## src/hw/mvsIoPkg.sv

```systemverilog
package mvsIoPkg;

	// 68000 byte address regions
	// Each one spans 128 KB, so only A23..A17 take part in the match
	localparam logic [23:0] DIP_BASE    = 24'h300000;	// DIP switches, system type
	localparam logic [23:0] STATUS_BASE = 24'h320000;	// Status A, calendar bits on top
	localparam logic [23:0] BITW_BASE   = 24'h380000;	// Write-only register block

	// Register selects on A6..A4 inside the BITW region
	localparam logic [2:0] REG_SLOT     = 3'd2;	// $380021
	localparam logic [2:0] REG_LEDLATCH = 3'd3;	// $380031
	localparam logic [2:0] REG_LEDDATA  = 3'd4;	// $380041
	localparam logic [2:0] REG_RTCCTRL  = 3'd5;	// $380051

	// Returned for DIP region reads with A7 set
	localparam logic [7:0] SYSTYPE_VALUE = 8'h80;

	// Calendar commands as shifted into the 4-bit command register
	localparam logic [3:0] RTC_CMD_HOLD     = 4'd0;
	localparam logic [3:0] RTC_CMD_SHIFT    = 4'd1;
	localparam logic [3:0] RTC_CMD_TIMESET  = 4'd2;
	localparam logic [3:0] RTC_CMD_TIMEREAD = 4'd3;

	// One calendar second in CLK_24M cycles
	// Kept short on purpose so the clock moves within a simulation run
	localparam int RTC_TICK_CYCLES = 16;
	localparam int RTC_TICK_W = $clog2(RTC_TICK_CYCLES);

	// Divider compare points
	localparam logic [RTC_TICK_W-1:0] RTC_TICK_LAST = RTC_TICK_W'(RTC_TICK_CYCLES - 1);
	localparam logic [RTC_TICK_W-1:0] RTC_TICK_MID  = RTC_TICK_W'(RTC_TICK_CYCLES / 2 - 1);

	// Calendar time word, MSB first as it leaves the shift register last
	typedef struct packed {
		logic [7:0] year;	// BCD
		logic [3:0] month;	// Binary 1..12
		logic [3:0] weekday;
		logic [7:0] day;	// BCD
		logic [7:0] hours;	// BCD, 00..23
		logic [7:0] minutes;	// BCD
		logic [7:0] seconds;	// BCD
	} rtcTimeT;

	// Same 48 bits seen either as time fields or as the raw shift chain
	typedef union packed {
		rtcTimeT fields;
		logic [47:0] raw;
	} rtcWordT;

endpackage
```

## src/hw/mvsIoTop.sv

```systemverilog
`timescale 1ns/100ps

module mvsIoTop (
	input  logic        CLK_24M,
	input  logic        nRESET,
	input  logic [22:0] cpuAddr,
	input  logic        nAs,
	input  logic        rw,
	input  logic        nLds,
	input  logic [7:0]  dataIn,
	input  logic [7:0]  dipSw,
	input  logic        systemB,
	output logic [7:0]  dataOut,
	output logic        dataOutEn,
	output logic [5:0]  nSlot,
	output logic        slotA,
	output logic        slotB,
	output logic        slotC,
	output logic [7:0]  elLamps,
	output logic [7:0]  ledMarquee1,
	output logic [7:0]  ledMarquee2
);

	logic nDipRd0;
	logic nDipRd1;
	logic nBitWd0;
	logic [3:0] addrLow;
	logic [2:0] ledLatch;
	logic [7:0] ledData;
	logic rtcDin;
	logic rtcClk;
	logic rtcStrobe;
	logic rtcDout;
	logic rtcTp;

	ioAddrDecode u_decode (
		.CLK_24M(CLK_24M), .nRESET(nRESET),
		.cpuAddr(cpuAddr), .nAs(nAs), .rw(rw), .nLds(nLds),
		.nDipRd0(nDipRd0), .nDipRd1(nDipRd1), .nBitWd0(nBitWd0), .addrLow(addrLow)
	);

	neoF0 u_neoF0 (
		.CLK_24M(CLK_24M), .nRESET(nRESET),
		.nDipRd0(nDipRd0), .nDipRd1(nDipRd1), .nBitWd0(nBitWd0), .addrLow(addrLow),
		.dataIn(dataIn), .dipSw(dipSw), .systemB(systemB),
		.rtcDout(rtcDout), .rtcTp(rtcTp),
		.dataOut(dataOut), .dataOutEn(dataOutEn),
		.nSlot(nSlot), .slotA(slotA), .slotB(slotB), .slotC(slotC),
		.ledLatch(ledLatch), .ledData(ledData),
		.rtcDin(rtcDin), .rtcClk(rtcClk), .rtcStrobe(rtcStrobe)
	);

	// Calendar chip on the three bit-banged lines
	rtcCalendar u_rtc (
		.CLK_24M(CLK_24M), .nRESET(nRESET),
		.rtcDin(rtcDin), .rtcClk(rtcClk), .rtcStrobe(rtcStrobe),
		.rtcDout(rtcDout), .rtcTp(rtcTp)
	);

	ledDriver u_led (
		.CLK_24M(CLK_24M), .nRESET(nRESET),
		.ledLatch(ledLatch), .ledData(ledData),
		.elLamps(elLamps), .ledMarquee1(ledMarquee1), .ledMarquee2(ledMarquee2)
	);

endmodule

```

## src/hw/ledDriver.sv

```systemverilog
`timescale 1ns/100ps

module ledDriver (
	input  logic       CLK_24M,
	input  logic       nRESET,
	input  logic [2:0] ledLatch,	// Rising bit loads a display
	input  logic [7:0] ledData,
	output logic [7:0] elLamps,
	output logic [7:0] ledMarquee1,
	output logic [7:0] ledMarquee2
);

	logic [2:0] latchPrev;
	logic [2:0] latchRise;
	logic [2:0][7:0] display;	// Index matches latch bit

	assign latchRise = ledLatch & ~latchPrev;

	always_ff @(posedge CLK_24M)
	begin
		if (!nRESET)
		begin
			latchPrev <= 3'b000;
			display <= '0;
		end
		else
		begin
			latchPrev <= ledLatch;
			// Several bits may rise in the same write
			for (int i = 0; i < 3; i++)
			begin
				if (latchRise[i])
					display[i] <= ledData;
			end
		end
	end

	assign elLamps = display[0];
	assign ledMarquee1 = display[1];
	assign ledMarquee2 = display[2];

endmodule

```

## src/hw/rtcCalendar.sv

```systemverilog
`timescale 1ns/100ps

module rtcCalendar (
	input  logic CLK_24M,
	input  logic nRESET,
	input  logic rtcDin,
	input  logic rtcClk,
	input  logic rtcStrobe,
	output logic rtcDout,
	output logic rtcTp
);

	logic dinS;
	logic clkS;
	logic strobeS;
	logic clkD;
	logic strobeD;
	logic clkRise;
	logic strobeRise;
	logic [3:0] cmdReg;
	logic shiftMode;	// Low for hold
	logic timeSet;
	logic timeRead;
	mvsIoPkg::rtcWordT dataWord;
	mvsIoPkg::rtcTimeT calTime;
	logic [mvsIoPkg::RTC_TICK_W-1:0] tickCnt;
	logic tick;
	logic tpReg;
	logic [8:0] secNext;	// {carry, BCD}
	logic [8:0] minNext;
	logic [8:0] hourNext;

	// BCD step with wrap at last
	function automatic logic [8:0] bcdInc(input logic [7:0] value, input logic [7:0] last);
		logic [7:0] stepped;
		if (value == last)
			return {1'b1, 8'h00};
		if (value[3:0] == 4'd9)
			stepped = {value[7:4] + 4'd1, 4'd0};
		else
			stepped = {value[7:4], value[3:0] + 4'd1};
		return {1'b0, stepped};
	endfunction

	function automatic logic bcdOk(input logic [7:0] value);
		return value[7:4] <= 4'd9 && value[3:0] <= 4'd9;
	endfunction

	// Input sync and edge detect
	always_ff @(posedge CLK_24M)
	begin
		if (!nRESET)
		begin
			dinS <= 1'b0;
			clkS <= 1'b0;
			strobeS <= 1'b0;
			clkD <= 1'b0;
			strobeD <= 1'b0;
		end
		else
		begin
			dinS <= rtcDin;
			clkS <= rtcClk;
			strobeS <= rtcStrobe;
			clkD <= clkS;
			strobeD <= strobeS;
		end
	end

	assign clkRise = clkS && !clkD;
	assign strobeRise = strobeS && !strobeD;
	assign timeSet = strobeRise && cmdReg == mvsIoPkg::RTC_CMD_TIMESET;
	assign timeRead = strobeRise && cmdReg == mvsIoPkg::RTC_CMD_TIMEREAD;

	assign tick = tickCnt == mvsIoPkg::RTC_TICK_LAST;
	assign secNext = bcdInc(calTime.seconds, 8'h59);
	assign minNext = bcdInc(calTime.minutes, 8'h59);
	assign hourNext = bcdInc(calTime.hours, 8'h23);

	always_ff @(posedge CLK_24M)
	begin
		if (!nRESET)
		begin
			cmdReg <= mvsIoPkg::RTC_CMD_HOLD;
			shiftMode <= 1'b0;
			calTime <= '0;
			tickCnt <= '0;
			tpReg <= 1'b0;
		end
		else
		begin
			// Divider restarts on time set
			if (timeSet)
			begin
				tickCnt <= '0;
				tpReg <= 1'b0;
			end
			else
			begin
				tickCnt <= tick ? '0 : tickCnt + 1'b1;
				if (tick || tickCnt == mvsIoPkg::RTC_TICK_MID)
					tpReg <= !tpReg;	// Half-second square wave
			end

			// Time counter, carries stop at hours
			if (timeSet)
				calTime <= dataWord.fields;
			else if (tick)
			begin
				calTime.seconds <= secNext[7:0];
				if (secNext[8])
				begin
					calTime.minutes <= minNext[7:0];
					if (minNext[8])
						calTime.hours <= hourNext[7:0];
				end
			end

			if (clkRise)
				cmdReg <= {dinS, cmdReg[3:1]};	// New bit enters at the top

			if (strobeRise)
			begin
				case (cmdReg)
					mvsIoPkg::RTC_CMD_HOLD:     shiftMode <= 1'b0;
					mvsIoPkg::RTC_CMD_SHIFT:    shiftMode <= 1'b1;
					mvsIoPkg::RTC_CMD_TIMESET:  shiftMode <= 1'b0;
					mvsIoPkg::RTC_CMD_TIMEREAD: shiftMode <= 1'b1;
					default:                    ;	// Test modes not modelled
				endcase
			end
		end
	end

	// Data shift chain
	// Command bit 0 feeds the data word, bit 0 of the data word leaves on dout
	always_ff @(posedge CLK_24M)
	begin
		if (timeRead)
			dataWord.fields <= calTime;
		else if (clkRise && shiftMode)
			dataWord.raw <= {cmdReg[0], dataWord.raw[47:1]};
	end

	assign rtcDout = shiftMode ? dataWord.raw[0] : tpReg;
	assign rtcTp = tpReg;

	timeBcdOk: assert property (@(posedge CLK_24M) disable iff (!nRESET)
		calTime.seconds < 8'h60 && calTime.minutes < 8'h60 && calTime.hours < 8'h24
		&& bcdOk(calTime.seconds) && bcdOk(calTime.minutes) && bcdOk(calTime.hours)
		&& bcdOk(calTime.day) && bcdOk(calTime.year));

endmodule

```

## src/hw/neoF0.sv

```systemverilog
`timescale 1ns/100ps

module neoF0 (
	input  logic       CLK_24M,
	input  logic       nRESET,
	input  logic       nDipRd0,
	input  logic       nDipRd1,	// Status A read
	input  logic       nBitWd0,
	input  logic [3:0] addrLow,	// A7..A4
	input  logic [7:0] dataIn,
	input  logic [7:0] dipSw,
	input  logic       systemB,
	input  logic       rtcDout,
	input  logic       rtcTp,
	output logic [7:0] dataOut,
	output logic       dataOutEn,
	output logic [5:0] nSlot,
	output logic       slotA,
	output logic       slotB,
	output logic       slotC,
	output logic [2:0] ledLatch,
	output logic [7:0] ledData,
	output logic       rtcDin,
	output logic       rtcClk,
	output logic       rtcStrobe
);

	logic [2:0] slotReg;
	logic [2:0] rtcCtrl;	// {strobe, clk, din}

	assign rtcDin = rtcCtrl[0];
	assign rtcClk = rtcCtrl[1];
	assign rtcStrobe = rtcCtrl[2];

	// Control registers
	always_ff @(posedge CLK_24M)
	begin
		if (!nRESET)
		begin
			slotReg <= 3'b000;
			ledLatch <= 3'b000;
			rtcCtrl <= 3'b000;
		end
		else if (!nBitWd0)
		begin
			case (addrLow[2:0])
				mvsIoPkg::REG_SLOT:
					slotReg <= dataIn[2:0];
				mvsIoPkg::REG_LEDLATCH:
					ledLatch <= dataIn[5:3];	// Three latch enables sit mid-byte
				mvsIoPkg::REG_RTCCTRL:
					rtcCtrl <= dataIn[2:0];
				default:
					;	// LED data and unused selects
			endcase
		end
	end

	// LED data byte
	always_ff @(posedge CLK_24M)
	begin
		if (!nBitWd0 && addrLow[2:0] == mvsIoPkg::REG_LEDDATA)
			ledData <= dataIn;
	end

	// Read data mux
	always_comb
	begin
		dataOutEn = !nDipRd0 || !nDipRd1;
		if (!nDipRd0)
			dataOut = addrLow[3] ? mvsIoPkg::SYSTYPE_VALUE : dipSw;	// A7 picks system type
		else if (!nDipRd1)
			dataOut = {rtcDout, rtcTp, 6'b111111};	// Coin and test inputs read idle
		else
			dataOut = 8'h00;
	end

	// Slot select
	// Shifting past bit 5 leaves zero, so codes 6 and 7 give all ones
	assign nSlot = systemB ? ~(6'b000001 << slotReg) : 6'b111111;
	assign {slotC, slotB, slotA} = systemB ? slotReg : 3'b000;	// Single-slot boards tie low

	rdSelExcl: assert property (@(posedge CLK_24M) disable iff (!nRESET)
		!(!nDipRd0 && !nDipRd1));

endmodule

```

## src/hw/ioAddrDecode.sv

```systemverilog
`timescale 1ns/100ps

module ioAddrDecode (
	input  logic        CLK_24M,
	input  logic        nRESET,
	input  logic [22:0] cpuAddr,	// A23..A1
	input  logic        nAs,
	input  logic        rw,		// High for read
	input  logic        nLds,	// Odd byte lane
	output logic        nDipRd0,
	output logic        nDipRd1,
	output logic        nBitWd0,
	output logic [3:0]  addrLow	// A7..A4
);

	logic [6:0] regionBits;
	logic byteAccess;
	logic dipHit;
	logic statusHit;
	logic bitwHit;
	logic cycleTaken;	// Bus cycle already seen since nAs fell

	assign regionBits = cpuAddr[22:16];	// A23..A17
	assign byteAccess = !nAs && !nLds;

	// Region compares
	assign dipHit = byteAccess && rw && (regionBits == mvsIoPkg::DIP_BASE[23:17]);
	assign statusHit = byteAccess && rw && (regionBits == mvsIoPkg::STATUS_BASE[23:17]);
	assign bitwHit = byteAccess && !rw && (regionBits == mvsIoPkg::BITW_BASE[23:17]);

	always_ff @(posedge CLK_24M)
	begin
		if (!nRESET)
		begin
			nDipRd0 <= 1'b1;
			nDipRd1 <= 1'b1;
			nBitWd0 <= 1'b1;
			cycleTaken <= 1'b0;
		end
		else
		begin
			nDipRd0 <= !dipHit;	// Levels, held while the CPU holds nAs
			nDipRd1 <= !statusHit;
			nBitWd0 <= !(bitwHit && !cycleTaken);	// One pulse per nAs assertion
			if (nAs)
				cycleTaken <= 1'b0;
			else if (byteAccess)
				cycleTaken <= 1'b1;
		end
	end

	// Low address bits captured on the first edge of the cycle
	always_ff @(posedge CLK_24M)
	begin
		if (byteAccess && !cycleTaken)
			addrLow <= cpuAddr[6:3];
	end

	// Regions never overlap
	selOneHot: assert property (@(posedge CLK_24M) disable iff (!nRESET)
		$onehot0({!nDipRd0, !nDipRd1, !nBitWd0}));

endmodule

```

## config.mk

```make
export PLATFORM = sky130hd
export DESIGN_NAME = mvsIoTop
export DESIGN_NICKNAME = d
export VERILOG_FILES = /design/src/hw/mvsIoPkg.sv /design/src/hw/mvsIoTop.sv /design/src/hw/ledDriver.sv /design/src/hw/rtcCalendar.sv /design/src/hw/neoF0.sv /design/src/hw/ioAddrDecode.sv
export SDC_FILE = /design/constraint.sdc
export NUM_CORES = 1
export LEC_CHECK = 0
export BUFFER_PORTS_ARGS = -buffer_cell sky130_fd_sc_hd__buf_2
export CORE_ASPECT_RATIO = 1.75
export CORE_MARGIN = 2
export CORE_UTILIZATION = 45
export DETAILED_ROUTE_END_ITERATION = 6
export PLACE_DENSITY_LB_ADDON = 0.1
export SLEW_MARGIN = 20
export SYNTH_ARGS = -nofsm -noshare
export SYNTH_HDL_FRONTEND = slang
export SYNTH_SLANG_ARGS = --single-unit
```

## constraint.sdc

```tcl
create_clock -name CLK_24M -period 4.5 [get_ports CLK_24M]
set_input_delay 0.45 -clock CLK_24M [delete_from_list [all_inputs] [get_ports CLK_24M]]
set_output_delay 0.45 -clock CLK_24M [all_outputs]
set_load 0.005 [all_outputs]
```

==> key figures <==
Run status
  – Status: complete, no violations

Cells and area
  – FF/Latch Area: 3860 um^2
  – Synth-to-layout area growth: 16.4%
  – Number of fill cells: 1,377
  – Share of final-layout standard cells stronger than drive strength 1: 0.233
  – Antenna diode count: 0
  – Area occupied by multi-input gates: 2840 um^2
  – Commonest non-fill, non-tap cell in the layout: dfxtp_1
  – Number of nets in the finished design: 756
  – Final std cell area, no fill: 8020 um^2
  – Leading cell types in the layout, fill and taps excluded: dfxtp_1, nand2_1, buf_2

Synth
  – Synth Area in Compound Gates: 0.0881
  – Gate count after technology mapping: 633
  – Number of distinct library cell variants in the gate-level netlist after synthesis: 55
  – Async SR Flop Fraction: 0
  – Share of synthesized cell area in and, or, nand and nor gates: 0.164
  – Count of synthesis-stage warnings from yosys: 0
  – Synth Area in XOR/XNOR: 0.00636
  – Post-synth net total: 691
  – Post-synth top flop: dfxtp_1
  – Combined area of all synthesized cells: 6890 um^2
  – Mean instance size in the synthesized netlist: 10.9 um^2
  – Share of synthesized area spent on multiplexers: 0.128
  – Number of flops mapped to enable cells by yosys: 60
  – Post-synthesis sequential area ratio: 0.561
  – #FFs+latches synth: 163
  – Largest family of logic cells by synthesized area: simple AND/OR/NAND/NOR gates
  – Adder-Cell Fraction of Synth Area: 0.0236

Flow run
  – Number of max-cap violations: 0

Timing
  – Worst-margin pin slew: 1050 ps
  – Hold Violations, Final: 0
  – Count of pins over their slew limit: 0
  – Skew final: 14.3 ps
  – Final critical path time including I/O delays and setup: 2700 ps
  – Final cycle utilization of the critical path: 0.600
  – Count of endpoints failing setup in the final report: 0
  – Timing-limited maximum frequency: 370 MHz
  – Setup repair after global routing missed its margin: no
  – Setup slack of the critical path after layout: 1800 ps
  – Worst-case headroom to the max-slew limit: 0.288
  – Setup total negative slack: 0 ps

Clock network
  – Buffer count from post-CTS setup fixing: 0
  – Maximum buffer depth of the clock tree: 2
  – TritonCTS Buffers: 17
  – # resized after CTS: 0
  – Number of sinks handled by clock tree synthesis: 163
  – Source-to-sink clock delay at the later pin of the worst-skew pair: 420 ps
  – Number of H-tree levels: 4
  – Clock tree root driver cell: clkbuf_16
  – Clock transition at the registers of the reported paths: 70 ps
  – Post-CTS Hold Fix Bufs: 0
  – CTS tree: done

Route
  – DRT antenna net count: 0
  – Wire length reported by the detailed router: 13.9 mm
  – Drt initial violations: 159
  – Total iterations of the first detailed-routing run: 4
  – Average wire per standard cell: 15.5 um
  – Routed via count divided by cell count: 5.28
  – Drc violations: 0
  – Vias post-DR: 4,724

Critical path
  – Crit path required time: 4570 ps
  – Data arrival, critical path: 2770 ps
  – Category of the most critical setup path: reg -> reg
  – Kind of launch point of the worst setup path: register
  – Critical path endpoint category: register
  – Critical Path Fanout Max: 54

Place
  – Post-placement setup slack: 1740 ps
  – HPWL after DPL: 9.20 mm
  – Quantity of I/O buffers inserted on ports: 74
  – Area of placed instances: 7370 um^2
  – Final weighted congestion in routability-driven placement: 0.754

Floorplan
  – Die Footprint: 16,400 um^2
  – X dimension of the die: 97.5 um
  – Number of ports placed on the die boundary: 87
  – FP Rows: 59
  – Height of the chip: 168 um
  – Initial core utilization: 0.462
  – Core footprint: 14,900 um^2

GRT
  – Largest net degree at the start of global routing: 60
  – Number of global-route vias before repair: 4,865
  – Wire length of the first global-routing pass: 23.1 mm
  – Initial antenna violation count: 0
  – GRT overflow: 0
  – GRT Total Usage: 0.173

Pwr
  – Leakage: 0.00318 uW
  – Worst supply voltage drop on vdd: 0.222 mV
  – Total power density per cell area: 391 nW/um^2

Min path
  – Path category of the worst min-delay check: in -> reg
==> area by class of cell <==
cell class | count | area share
clock inverters | 13 | 0.0222
clock buffers | 19 | 0.0579
flip-flops and latches | 163 | 0.482
well taps | 183 | 0.0286
multi-input cells | 428 | 0.354
inverters | 9 | 0.00421
repair buffers | 79 | 0.0509
==> synthesized netlist by cell type (2+ instances only) <==
cell type / n / area [um^2]
or4b_4: 2 / 27.5
edfxtp_1: 60 / 1800
a21oi_1: 36 / 180
nor2b_1: 7 / 43.8
xor2_1: 3 / 26.3
nor4_1: 2 / 12.5
inv_1: 9 / 33.8
o21a_1: 2 / 15.0
nor3_1: 9 / 45.0
nand3_1: 11 / 55.1
clkbuf_8: 2 / 27.5
and3_1: 2 / 12.5
nand2b_1: 7 / 43.8
o211ai_1: 3 / 22.5
clkbuf_1: 23 / 86.3
mux2i_1: 41 / 410
buf_1: 4 / 15.0
ha_1: 13 / 163
a21o_1: 6 / 45.0
nor4bb_1: 2 / 20.0
buf_6: 3 / 33.8
nor2_1: 65 / 244
mux2_2: 42 / 473
nand3b_1: 6 / 45.0
or3_1: 4 / 25.0
nor3b_1: 2 / 15.0
o21ai_0: 30 / 150
a211oi_1: 9 / 67.6
nand2_1: 78 / 293
and2_1: 12 / 75.1
a31oi_1: 5 / 31.3
o31ai_1: 3 / 22.5
dfxtp_1: 103 / 2060
nor4b_1: 3 / 26.3
and3b_1: 3 / 26.3
xnor2_1: 2 / 17.5
==> registers in the layout, indices dropped and copies added (netlist names), 3 cells and up <==
name               count
u_led.latchPrev        3
u_rtc.cmdReg           4
u_led.elLamps          8
u_rtc.calTime         48
u_neoF0.ledData        8
u_led.ledMarquee2      8
u_neoF0.slotReg        3
u_led.ledMarquee1      8
u_neoF0.ledLatch       3
u_rtc.dataWord        48
u_neoF0.rtcCtrl        3
u_decode.addrLow       4
u_rtc.tickCnt          4
==> metal layers <==
metal / vias up / GRT usage / share of wire
met5: - / 0 / 0
met4: 0 / 0.0483 / 0.0063
met3: 4 / 0.0371 / 0.024
met2: 62 / 0.339 / 0.56
met1: 2291 / 0.184 / 0.40
li1: 2367 / - / -
==> power by group <==
group          leakage, uW  internal [uW]  switching, uW
clock network     0.000318            941            619
logic              0.00149           17.5           27.7
registers          0.00137           1520           3.72
total              0.00318           2480            650
==> final timing paths <==
check	startpoint	endpoint	slack, ps	depth (start not counted)
min	dataIn[6]	u_neoF0.ledData[6]	210	1
max	u_rtc.cmdReg[2]	u_rtc.dataWord[21]	1800	5
min reg2reg	u_rtc.clkS	u_rtc.clkD	450	1
max reg2reg	u_rtc.cmdReg[2]	u_rtc.dataWord[21]	1800	5
==> worst max-delay path, stage by stage, from the launching register on <==
cell and delay [ps]:
dfxtp_1 330, nor4b_1 560, nand3_2 120, buf_4 360
nand2_2 510, buf_4 460
==> through the flow <==
stage,hold WS (ps),util,cells,total power [uW]
6_report,210,0.538,894,3130
5_1_grt,189,0.538,894,3240
4_1_cts,188,0.537,894,3170
3_5_place_dp,439,0.494,862,1610
3_3_place_gp,436,0.494,862,1600
2_1_floorplan,421,-,633,1580
==> logic make-up after synthesis <==
family / after synthesis
AND/OR/NAND/NOR: 226
XOR/XNOR: 5
multiplexers: 83
AO/OA/AOI/OAI: 101
flip-flops: 163
adder cells (fa/ha/maj): 13
buffers and inverters: 42
Power figures use the tool's default switching activity.
